===== src/rtl/bg_pkg.sv =====
package bg_pkg;

  // dispcnt[2:0] background modes
  localparam logic [2:0] BG_MODE_TEXT   = 3'd0;
  localparam logic [2:0] BG_MODE_MIXED  = 3'd1;  // bg0/bg1 text, bg2 affine
  localparam logic [2:0] BG_MODE_AFFINE = 3'd2;

  // decoded state of the layer in the current slot
  typedef struct packed {
    logic        enabled;
    logic [1:0]  bg_priority;
    logic [1:0]  bgno;
    logic        rotate;
    logic        palettemode;  // 1 = 256 colours
    logic        mosaic_en;
    logic        wrap;
    logic [1:0]  char_base;
    logic [4:0]  screen_base;
    logic [1:0]  size;
    logic [8:0]  hofs;
    logic [8:0]  vofs;
    logic [15:0] pa;
    logic [15:0] pc;
    logic [27:0] ref_x;        // 20.8 fixed point
    logic [27:0] ref_y;
    logic [9:0]  hmax;
    logic [9:0]  vmax;
  } bg_layer_t;

  typedef struct packed {
    logic [8:0] col;
    logic [1:0] bgno;
    logic [7:0] row;
    logic       visible;
  } bg_slot_t;

  typedef struct packed {
    logic [9:0] x;
    logic [9:0] y;
    logic [8:0] col;           // screen column, becomes hcount
    logic       enabled;
    logic [1:0] bg_priority;
    logic [1:0] bgno;
    logic       rotate;
    logic       palettemode;
    logic [1:0] char_base;
    logic [4:0] screen_base;
    logic       transparent;   // affine point off the map, no wrap
  } bg_coord_t;

  typedef struct packed {
    logic       used;
    logic [1:0] bg_priority;
    logic [1:0] bgno;
    logic       transparent;
    logic       palettemode;
    logic [7:0] color_index;
  } bg_pixel_t;

endpackage

===== src/rtl/bg_processing_circuit.sv =====
`timescale 1ns/1ps

module bg_processing_circuit #(
  parameter int LINE_SLOTS    = 308,
  parameter int FRAME_LINES   = 228,
  parameter int VISIBLE_COLS  = 240,
  parameter int VISIBLE_LINES = 160
) (
  input  logic [3:0][15:0]  bgcnt,
  input  logic [3:0][15:0]  hofs,
  input  logic [3:0][15:0]  vofs,
  input  logic [27:0]       bg2x,
  input  logic [27:0]       bg3x,
  input  logic [27:0]       bg2y,
  input  logic [27:0]       bg3y,
  input  logic [15:0]       bg2pa,
  input  logic [15:0]       bg2pb,
  input  logic [15:0]       bg2pc,
  input  logic [15:0]       bg2pd,
  input  logic [15:0]       bg3pa,
  input  logic [15:0]       bg3pb,
  input  logic [15:0]       bg3pc,
  input  logic [15:0]       bg3pd,
  input  logic [15:0]       dispcnt,
  input  logic [15:0]       mosaic,          // h size [3:0], v size [7:4]
  input  logic              clock,
  input  logic              rst_n,
  input  logic [15:0]       bg_screen_data,
  input  logic [15:0]       bg_VRAM_data,
  output logic [15:0]       bg_screen_addr,
  output logic [16:0]       bg_addr,
  output bg_pkg::bg_pixel_t bg_packet,
  output logic [7:0]        hcount,          // column for the object renderer
  output logic [2:0]        bgmode
);
  import bg_pkg::*;

  bg_slot_t    slot;
  logic        start_row;
  logic        new_frame;
  bg_layer_t   layer;
  bg_coord_t   coord;
  bg_coord_t   stage;
  logic [3:0]  palette_bank;
  logic [1:0]  vis_pipe;

  assign bgmode = dispcnt[2:0];

  bg_scan_counter #(
    .LINE_SLOTS   (LINE_SLOTS),
    .FRAME_LINES  (FRAME_LINES),
    .VISIBLE_COLS (VISIBLE_COLS),
    .VISIBLE_LINES(VISIBLE_LINES)
  ) u_scan (
    .clock, .rst_n, .slot, .start_row, .new_frame
  );

  bg_reg_decoder u_decode (
    .bgcnt, .hofs, .vofs,
    .bg2x, .bg3x, .bg2y, .bg3y,
    .bg2pa, .bg2pc, .bg3pa, .bg3pc,
    .dispcnt, .mosaic_reg(mosaic), .bgno(slot.bgno),
    .layer
  );

  bg_coord_unit u_coord (
    .clock, .rst_n, .layer, .slot, .start_row, .new_frame,
    .mosaic_reg(mosaic), .bg2pb, .bg2pd, .bg3pb, .bg3pd,
    .coord, .bg_screen_addr
  );

  bg_fetch_unit u_fetch (
    .clock, .rst_n, .coord, .bg_screen_data, .bg_addr, .stage, .palette_bank
  );

  // visible rides two stages to meet the formatter
  always_ff @(posedge clock or negedge rst_n) begin
    if (!rst_n) begin
      vis_pipe <= '0;
    end else begin
      vis_pipe <= {vis_pipe[0], slot.visible};
    end
  end

  bg_pixel_formatter u_format (
    .clock, .rst_n, .stage, .palette_bank, .bg_VRAM_data,
    .visible_d(vis_pipe[1]), .pixel(bg_packet), .hcount
  );

endmodule


===== src/rtl/bg_pixel_formatter.sv =====
`timescale 1ns/1ps

module bg_pixel_formatter (
  input  logic              clock,
  input  logic              rst_n,
  input  bg_pkg::bg_coord_t stage,
  input  logic [3:0]        palette_bank,
  input  logic [15:0]       bg_VRAM_data,
  input  logic              visible_d,
  output bg_pkg::bg_pixel_t pixel,
  output logic [7:0]        hcount
);
  import bg_pkg::*;

  bg_coord_t  fmt_q;
  logic [3:0] bank_q;
  logic       vis_q;
  logic [3:0] nib;
  logic [7:0] pix_byte;

  always_ff @(posedge clock or negedge rst_n) begin
    if (!rst_n) begin
      fmt_q  <= '0;
      bank_q <= '0;
      vis_q  <= 1'b0;
    end else begin
      fmt_q  <= stage;
      bank_q <= palette_bank;
      vis_q  <= visible_d;
    end
  end

  // char data lands on the same edge, so selection stays combinational
  always_comb begin
    nib      = bg_VRAM_data[{fmt_q.x[1:0], 2'b00} +: 4];
    pix_byte = fmt_q.x[0] ? bg_VRAM_data[15:8] : bg_VRAM_data[7:0];

    pixel.used        = fmt_q.enabled && vis_q;
    pixel.bg_priority = fmt_q.bg_priority;
    pixel.bgno        = fmt_q.bgno;
    pixel.palettemode = fmt_q.palettemode;
    if (fmt_q.palettemode) begin
      pixel.color_index = pix_byte;
      pixel.transparent = fmt_q.transparent || (pix_byte == 8'd0);
    end else begin
      pixel.color_index = {bank_q, nib};
      pixel.transparent = fmt_q.transparent || (nib == 4'd0);  // colour 0 is see-through
    end
  end

  assign hcount = fmt_q.col[7:0];

endmodule


===== src/rtl/bg_fetch_unit.sv =====
`timescale 1ns/1ps

module bg_fetch_unit (
  input  logic              clock,
  input  logic              rst_n,
  input  bg_pkg::bg_coord_t coord,
  input  logic [15:0]       bg_screen_data,
  output logic [16:0]       bg_addr,
  output bg_pkg::bg_coord_t stage,
  output logic [3:0]        palette_bank
);
  import bg_pkg::*;

  bg_coord_t   stage_q;
  logic [15:0] entry;
  logic [9:0]  tile;
  logic [2:0]  fx, fy;   // in-tile position after flips
  logic [16:0] offs;

  always_ff @(posedge clock or negedge rst_n) begin
    if (!rst_n) begin
      stage_q <= '0;
    end else begin
      stage_q <= coord;
    end
  end

  always_comb begin
    entry = stage_q.enabled ? bg_screen_data : 16'd0;  // disabled layers fetch tile 0
    if (stage_q.rotate) begin
      // one tile byte per map entry, x[3] picks the byte
      tile         = {2'b00, stage_q.x[3] ? entry[15:8] : entry[7:0]};
      fx           = stage_q.x[2:0];
      fy           = stage_q.y[2:0];
      palette_bank = 4'd0;
    end else begin
      tile         = entry[9:0];
      fx           = stage_q.x[2:0] ^ {3{entry[10]}};  // hflip
      fy           = stage_q.y[2:0] ^ {3{entry[11]}};  // vflip
      palette_bank = entry[15:12];
    end

    if (stage_q.palettemode) begin
      offs = {2'b00, tile, fy, fx[2:1]};  // 32 halfwords per tile
    end else begin
      offs = {3'b000, tile, fy, fx[2]};   // 16 halfwords per tile
    end
    bg_addr = {2'b00, stage_q.char_base, 13'd0} + offs;

    stage        = stage_q;
    stage.x[2:0] = fx;
  end

endmodule


===== src/rtl/bg_coord_unit.sv =====
`timescale 1ns/1ps

module bg_coord_unit (
  input  logic              clock,
  input  logic              rst_n,
  input  bg_pkg::bg_layer_t layer,
  input  bg_pkg::bg_slot_t  slot,
  input  logic              start_row,
  input  logic              new_frame,
  input  logic [15:0]       mosaic_reg,
  input  logic [15:0]       bg2pb,
  input  logic [15:0]       bg2pd,
  input  logic [15:0]       bg3pb,
  input  logic [15:0]       bg3pd,
  output bg_pkg::bg_coord_t coord,
  output logic [15:0]       bg_screen_addr
);
  import bg_pkg::*;

  logic [1:0][27:0] cur_x, cur_y;    // running point, [0] = bg2, [1] = bg3
  logic [1:0][27:0] line_x, line_y;  // point at col 0 of the current line
  logic [1:0][15:0] dmx, dmy;
  logic             frame_start;
  logic             idx;
  logic [27:0]      pt_x, pt_y;
  logic [9:0]       tx, ty, xs, ys;
  logic             outside;
  logic [4:0]       hstep, vstep;
  bg_coord_t        next;
  logic [9:0]       hmax_q;
  logic [13:0]      tile_idx;
  logic [1:0]       blocks;

  function automatic logic [27:0] sext(input logic [15:0] v);
    return {{12{v[15]}}, v};
  endfunction

  assign dmx = {bg3pb, bg2pb};
  assign dmy = {bg3pd, bg2pd};
  assign idx = slot.bgno[0];

  // line start comes from the reference registers on the first line of a frame
  always_comb begin
    if (slot.col == 9'd0) begin
      pt_x = frame_start ? layer.ref_x : line_x[idx];
      pt_y = frame_start ? layer.ref_y : line_y[idx];
    end else begin
      pt_x = cur_x[idx];
      pt_y = cur_y[idx];
    end
  end

  always_ff @(posedge clock or negedge rst_n) begin
    if (!rst_n) begin
      frame_start <= 1'b1;
    end else if (start_row) begin
      frame_start <= new_frame;
    end
  end

  always_ff @(posedge clock) begin
    if (start_row) begin
      for (int i = 0; i < 2; i++) begin
        line_x[i] <= line_x[i] + sext(dmx[i]);  // dmx per line
        line_y[i] <= line_y[i] + sext(dmy[i]);
      end
    end
    if (slot.bgno[1]) begin
      cur_x[idx] <= pt_x + sext(layer.pa);
      cur_y[idx] <= pt_y + sext(layer.pc);
      if (slot.col == 9'd0) begin
        line_x[idx] <= pt_x;
        line_y[idx] <= pt_y;
      end
    end
  end

  always_comb begin
    tx      = ({1'b0, slot.col} + {1'b0, layer.hofs}) & layer.hmax;
    ty      = ({2'b0, slot.row} + {1'b0, layer.vofs}) & layer.vmax;
    outside = pt_x[27] || pt_y[27] ||
              (pt_x[26:8] > {9'd0, layer.hmax}) || (pt_y[26:8] > {9'd0, layer.vmax});
    xs      = layer.rotate ? (pt_x[17:8] & layer.hmax) : tx;
    ys      = layer.rotate ? (pt_y[17:8] & layer.vmax) : ty;

    hstep = {1'b0, mosaic_reg[3:0]} + 5'd1;
    vstep = {1'b0, mosaic_reg[7:4]} + 5'd1;
    if (layer.mosaic_en) begin
      xs = xs - (xs % {5'd0, hstep});
      ys = ys - (ys % {5'd0, vstep});
    end

    next.x           = xs;
    next.y           = ys;
    next.col         = slot.col;
    next.enabled     = layer.enabled;
    next.bg_priority = layer.bg_priority;
    next.bgno        = layer.bgno;
    next.rotate      = layer.rotate;
    next.palettemode = layer.palettemode;
    next.char_base   = layer.char_base;
    next.screen_base = layer.screen_base;
    next.transparent = layer.rotate && !layer.wrap && outside;
  end

  always_ff @(posedge clock or negedge rst_n) begin
    if (!rst_n) begin
      coord  <= '0;
      hmax_q <= '0;
    end else begin
      coord  <= next;
      hmax_q <= layer.hmax;
    end
  end

  // halfword address of the map entry
  always_comb begin
    tile_idx = coord.y[9:3] * ({1'b0, hmax_q[9:3]} + 8'd1) + {7'd0, coord.x[9:3]};
    blocks   = {1'b0, coord.x[8]};
    if (coord.y[8]) begin
      blocks = blocks + (hmax_q[8] ? 2'd2 : 2'd1);
    end
    if (coord.rotate) begin
      bg_screen_addr = {1'b0, coord.screen_base, 10'd0} + {3'd0, tile_idx[13:1]};
    end else begin
      bg_screen_addr = {1'b0, coord.screen_base, 10'd0} + {4'd0, blocks, 10'd0}
                     + {6'd0, coord.y[7:3], coord.x[7:3]};
    end
  end

endmodule


===== src/rtl/bg_reg_decoder.sv =====
`timescale 1ns/1ps

module bg_reg_decoder (
  input  logic [3:0][15:0]  bgcnt,
  input  logic [3:0][15:0]  hofs,
  input  logic [3:0][15:0]  vofs,
  input  logic [27:0]       bg2x,
  input  logic [27:0]       bg3x,
  input  logic [27:0]       bg2y,
  input  logic [27:0]       bg3y,
  input  logic [15:0]       bg2pa,
  input  logic [15:0]       bg2pc,
  input  logic [15:0]       bg3pa,
  input  logic [15:0]       bg3pc,
  input  logic [15:0]       dispcnt,
  input  logic [15:0]       mosaic_reg,
  input  logic [1:0]        bgno,
  output bg_pkg::bg_layer_t layer
);
  import bg_pkg::*;

  logic [15:0] cnt;
  logic [2:0]  mode;
  logic        rotate;
  logic        mode_ok;

  assign cnt  = bgcnt[bgno];
  assign mode = dispcnt[2:0];

  always_comb begin
    rotate  = 1'b0;
    mode_ok = 1'b0;
    case (mode)
      BG_MODE_TEXT: begin
        mode_ok = 1'b1;
      end
      BG_MODE_MIXED: begin
        mode_ok = (bgno != 2'd3);
        rotate  = (bgno == 2'd2);
      end
      BG_MODE_AFFINE: begin
        mode_ok = bgno[1];
        rotate  = bgno[1];
      end
      default: begin
        mode_ok = 1'b0;  // bitmap modes not rendered here
      end
    endcase
  end

  always_comb begin
    layer             = '0;
    layer.enabled     = dispcnt[8 + bgno] && mode_ok;
    layer.bg_priority = cnt[1:0];
    layer.bgno        = bgno;
    layer.rotate      = rotate;
    layer.palettemode = cnt[7] || rotate;  // affine maps are always 8bpp
    layer.mosaic_en   = cnt[6] && (mosaic_reg[7:0] != 8'd0);
    layer.wrap        = cnt[13];
    layer.char_base   = cnt[3:2];
    layer.screen_base = cnt[12:8];
    layer.size        = cnt[15:14];
    layer.hofs        = hofs[bgno][8:0];
    layer.vofs        = vofs[bgno][8:0];
    layer.pa          = bgno[0] ? bg3pa : bg2pa;
    layer.pc          = bgno[0] ? bg3pc : bg2pc;
    layer.ref_x       = bgno[0] ? bg3x : bg2x;
    layer.ref_y       = bgno[0] ? bg3y : bg2y;

    if (rotate) begin
      // square maps, 128 to 1024 pixels
      case (cnt[15:14])
        2'd0:    layer.hmax = 10'd127;
        2'd1:    layer.hmax = 10'd255;
        2'd2:    layer.hmax = 10'd511;
        default: layer.hmax = 10'd1023;
      endcase
      layer.vmax = layer.hmax;
    end else begin
      layer.hmax = cnt[14] ? 10'd511 : 10'd255;
      layer.vmax = cnt[15] ? 10'd511 : 10'd255;
    end
  end

endmodule


===== src/rtl/bg_scan_counter.sv =====
`timescale 1ns/1ps

module bg_scan_counter #(
  parameter int LINE_SLOTS    = 308,
  parameter int FRAME_LINES   = 228,
  parameter int VISIBLE_COLS  = 240,
  parameter int VISIBLE_LINES = 160
) (
  input  logic             clock,
  input  logic             rst_n,
  output bg_pkg::bg_slot_t slot,
  output logic             start_row,
  output logic             new_frame
);

  logic [10:0] col_bgno;  // {col, bgno}, layer in the low bits
  logic [7:0]  line;

  assign start_row = (col_bgno[10:2] == 9'(LINE_SLOTS - 1)) && (col_bgno[1:0] == 2'd3);
  assign new_frame = start_row && (line == 8'(FRAME_LINES - 1));

  always_ff @(posedge clock or negedge rst_n) begin
    if (!rst_n) begin
      col_bgno <= '0;
    end else if (start_row) begin
      col_bgno <= '0;
    end else begin
      col_bgno <= col_bgno + 11'd1;
    end
  end

  always_ff @(posedge clock or negedge rst_n) begin
    if (!rst_n) begin
      line <= '0;
    end else if (new_frame) begin
      line <= '0;
    end else if (start_row) begin
      line <= line + 8'd1;
    end
  end

  always_comb begin
    slot.col     = col_bgno[10:2];
    slot.bgno    = col_bgno[1:0];
    slot.row     = line;
    slot.visible = (col_bgno[10:2] < 9'(VISIBLE_COLS)) && (line < 8'(VISIBLE_LINES));
  end

endmodule


===== config.mk =====
export PLATFORM = sky130hd
export DESIGN_NAME = bg_processing_circuit
export DESIGN_NICKNAME = d
export VERILOG_FILES = /design/src/rtl/bg_pkg.sv /design/src/rtl/bg_processing_circuit.sv /design/src/rtl/bg_pixel_formatter.sv /design/src/rtl/bg_fetch_unit.sv /design/src/rtl/bg_coord_unit.sv /design/src/rtl/bg_reg_decoder.sv /design/src/rtl/bg_scan_counter.sv
export SDC_FILE = /design/constraint.sdc
export NUM_CORES = 1
export LEC_CHECK = 0
export BUFFER_PORTS_ARGS = -buffer_cell sky130_fd_sc_hd__buf_2
export CORE_MARGIN = 2
export CORE_UTILIZATION = 50
export CTS_CLUSTER_SIZE = 10
export DETAILED_ROUTE_END_ITERATION = 8
export PLACE_DENSITY_LB_ADDON = 0.05
export SLEW_MARGIN = 20
export SYNTH_ARGS = -nofsm -noshare
export SYNTH_HDL_FRONTEND = slang
export SYNTH_SLANG_ARGS = --single-unit

===== constraint.sdc =====
create_clock -name clock -period 32.5 [get_ports clock]
set_input_delay 3.25 -clock clock [delete_from_list [all_inputs] [get_ports clock]]
set_output_delay 3.25 -clock clock [all_outputs]
set_load 0.05 [all_outputs]

==> impl_results.md <==
- RSZ-0062 raised after global routing: no
- Crit. Startpoint: vofs[0]
- Crit path max fanout: 10
- Setup TNS: 0 ns
- Post-DP Area: around 0.035 mm^2
- DRT iter0 DRCs: 1649
- Via count: 27540
- # Post-CTS Setup Buffers: 0
- Mapped cell area: approximately 0.031 mm^2
- Number of max-cap violations: 0
- Initial antenna violation count: 21
- Sequential cell area: between 0.008 and 0.009 mm^2
- Final Hold Fails: 0
- Worst setup EP type: register
- Antenna-violating nets left: 0
- CTS tree: yes
- Largest family of logic cells by synthesized area: compound AO/OA/AOI/OAI gates
- Post-synth EDFFs: 112
- Slew @ Worst Pin: 1.097 ns
- Largest net degree at the start of global routing: 99
- Slew margin rel.: 0.2688
- Status: finished, final reports clean
- Row count: 91
- Critical path type: input port to register
- Clock skew: roughly 0.025 ns
- Distinct cells, synth: 100
- Vias per cell: between 5 and 6
- Max incr delay on CP: between 0.6 and 0.7 ns
- Drt first pass iters: 6
- Compound-Gate Fraction of Synth Area: 0.1868
- GRT Total Usage: 0.2785
- Post-cts resize count: 0
- Worst path required time: 32.94 ns
- CTS sink cnt: 340
- Synth Area in Adders: 0.1555
- Hold crit path type: register to register
- Setup WS post-layout: ~8.1 ns
- Nets: 4780
- Share of layout cells above drive strength 1: 0.2014
- Reg-to-Reg Start: u_scan.col_bgno[0]
- IO Pins: 557
- Vias in the first global route: 26030
- Flop2flop setup slack: 9.31 ns
- Startpoint Class: input port
- Post-Syn Nets: 4364
- Synthesis-to-layout area growth: 14.08%
- Post-DP HPWL: 72.37 mm
- Die X: 254.9 um
- Slowest stage cell, crit path: o31ai_1
- Routed WL: 92.81 mm
- Global-route wire length before repair: 141.7 mm
- RD Place Congestion: roughly 0.94
- Most frequent cells in the layout: buf_2, ha_1, a21oi_1
- Drt wl/cell: 19.38 um
- Pre-CTS WS: 7.749 ns
- Reg-to-reg critical path endpoint: u_coord.coord[33]
- Hold slack: 0.3448 ns
- Worst R2R Path Depth: 93
- Core ar.: 0.06194 mm^2
- Fmax: 0.04091 GHz
- Post-synthesis xor/xnor area fraction: 0.06223
- Fill cell count: 5773
- Final Cycle Share: 0.7522
- Final Slew Violations: 0
- I/O Buffers: 474
- Fin crit period: 24.45 ns
- Post-synthesis cell count: between 3000 and 4000
- DRC viols: 0
- # hold bufs at CTS: 0
- Yosys reg bits: 340
- Main synth FF type: dfrtp_1
- CTS Buf Count: 43
- Endpoints failing setup: 0
- Worst skew pair latency: 0.58 ns
- Ys async rst share: 0.3412
- Yosys warns: 0
- Footprint of the multi-input gates: 0.02174 mm^2
- Starting density of the core: 0.5080
- Chip height: approximately 250 um
- Grt ovf: 0
- Simple-Gate Fraction of Synth Area: 0.1555
- Worst Setup EP: u_coord.coord[33]
- Post-Syn Area per Cell: 9.006 um^2
- Crit path DAT: 24.89 ns
- Clk buf depth: 3
- Sequential element share of the synthesized area: 0.2704
- Design area: 0.03590 mm^2
- Clock root cell: clkbuf_16
- Die area: about 0.065 mm^2
- Clk slew on worst S/H paths: ~0.050 ns
- H-tree Lvls: 2
- Mux share of post-synthesis cell area: 0.1296
- Most common cell after layout, fill and taps aside: buf_2
[state kept, by name, summed over array words and instances (netlist names), 2 cells and up]
register	cells
u_coord.line_y	56
u_fetch.stage_q	3
u_coord.coord	43
u_coord.cur_y	56
u_format.hcount	8
vis_pipe	2
u_coord.hmax_q	4
u_coord.line_x	56
u_coord.cur_x	56
u_format.bank_q	4
u_fetch.stage	22
u_scan.col_bgno	11
u_format.fmt_q	4
u_scan.line	8
u_format.pixel	5
[area by class of cell]
type | count | area share
Multi-Input combinational cell | 2840 | 0.6057
Antenna cell | 14 | 0.0009760
Clock inverter | 8 | 0.001603
Inverter | 183 | 0.01914
Tap cell | 837 | 0.02917
Timing Repair Buffer | 502 | 0.07236
Sequential cell | 340 | 0.2372
Clock buffer | 64 | 0.03388
[cells in the mapped netlist, types with 72 or more instances]
cell | instances | area (um^2)
nor2_1 | 270 | 1013
edfxtp_1 | 112 | 3363
xor2_1 | 85 | 744.5
a21oi_1 | 295 | 1476
ha_1 | 343 | 4292
mux2i_1 | 110 | 1101
xnor2_1 | 136 | 1191
o21a_1 | 72 | 540.5
nand2_1 | 282 | 1059
dfrtp_1 | 115 | 2878
inv_1 | 183 | 686.9
mux4_2 | 96 | 2162
nor3_1 | 94 | 470.5
o21ai_0 | 269 | 1346
dfxtp_1 | 112 | 2242
clkbuf_1 | 88 | 330.3
[metal layers]
metal  vias to the layer above  GRT usage  wire length [um]  share of wire
met1                     13000     0.3626             41390           0.45
li1                      13690          -                 -              -
met2                       719     0.4833             44340           0.48
met3                       130    0.03488              4423          0.048
met4                         8    0.08304              2600          0.028
met5                         -          0                57        0.00061
[metrics by stage]
stage            util  std cells
6_report       0.5795       4788
5_1_grt        0.5793       4783
4_1_cts        0.5790       4774
3_5_place_dp   0.5584       4702
3_3_place_gp   0.5584       4702
2_1_floorplan       -       3494
[worst min path at each step]
stage	from	endpoint	slack, ns	cells after the start
detailed placement	u_coord.coord[10]	u_fetch.stage[10]	0.33	0
finish	u_coord.coord[22]	u_fetch.stage[22]	0.34	0
global route	u_coord.coord[36]	u_fetch.stage_q[36]	0.35	0
CTS	u_coord.coord[20]	u_fetch.stage[20]	0.35	0
global placement	u_coord.coord[11]	u_fetch.stage[11]	0.33	0
floorplan	u_coord.coord[0]	u_fetch.stage[0]	0.33	0
[worst max-delay path: cells and delay by family]
family                     cells  cell delay [ns]
AOI/OAI and AO/OA             43             9.95
adders and majority gates     13             3.92
buffers and inverters          5             0.57
xor gates and xnor gates       1             0.14
muxes                          6             2.28
and+or+nand+nor               25             4.76
[logic make-up (layout without fill, tap and decap cells)]
kind of cell	count (synthesis)	count (layout)
xor+xnor	222	222
compound gates	944	944
other cells	2	16
fa+ha+maj	374	374
buf+inv	314	757
flops	340	340
simple gates	1020	1020
mux	278	278
Power is not shown: default switching activity piles up to over one toggle a cycle in this logic, so the estimate is an artifact.
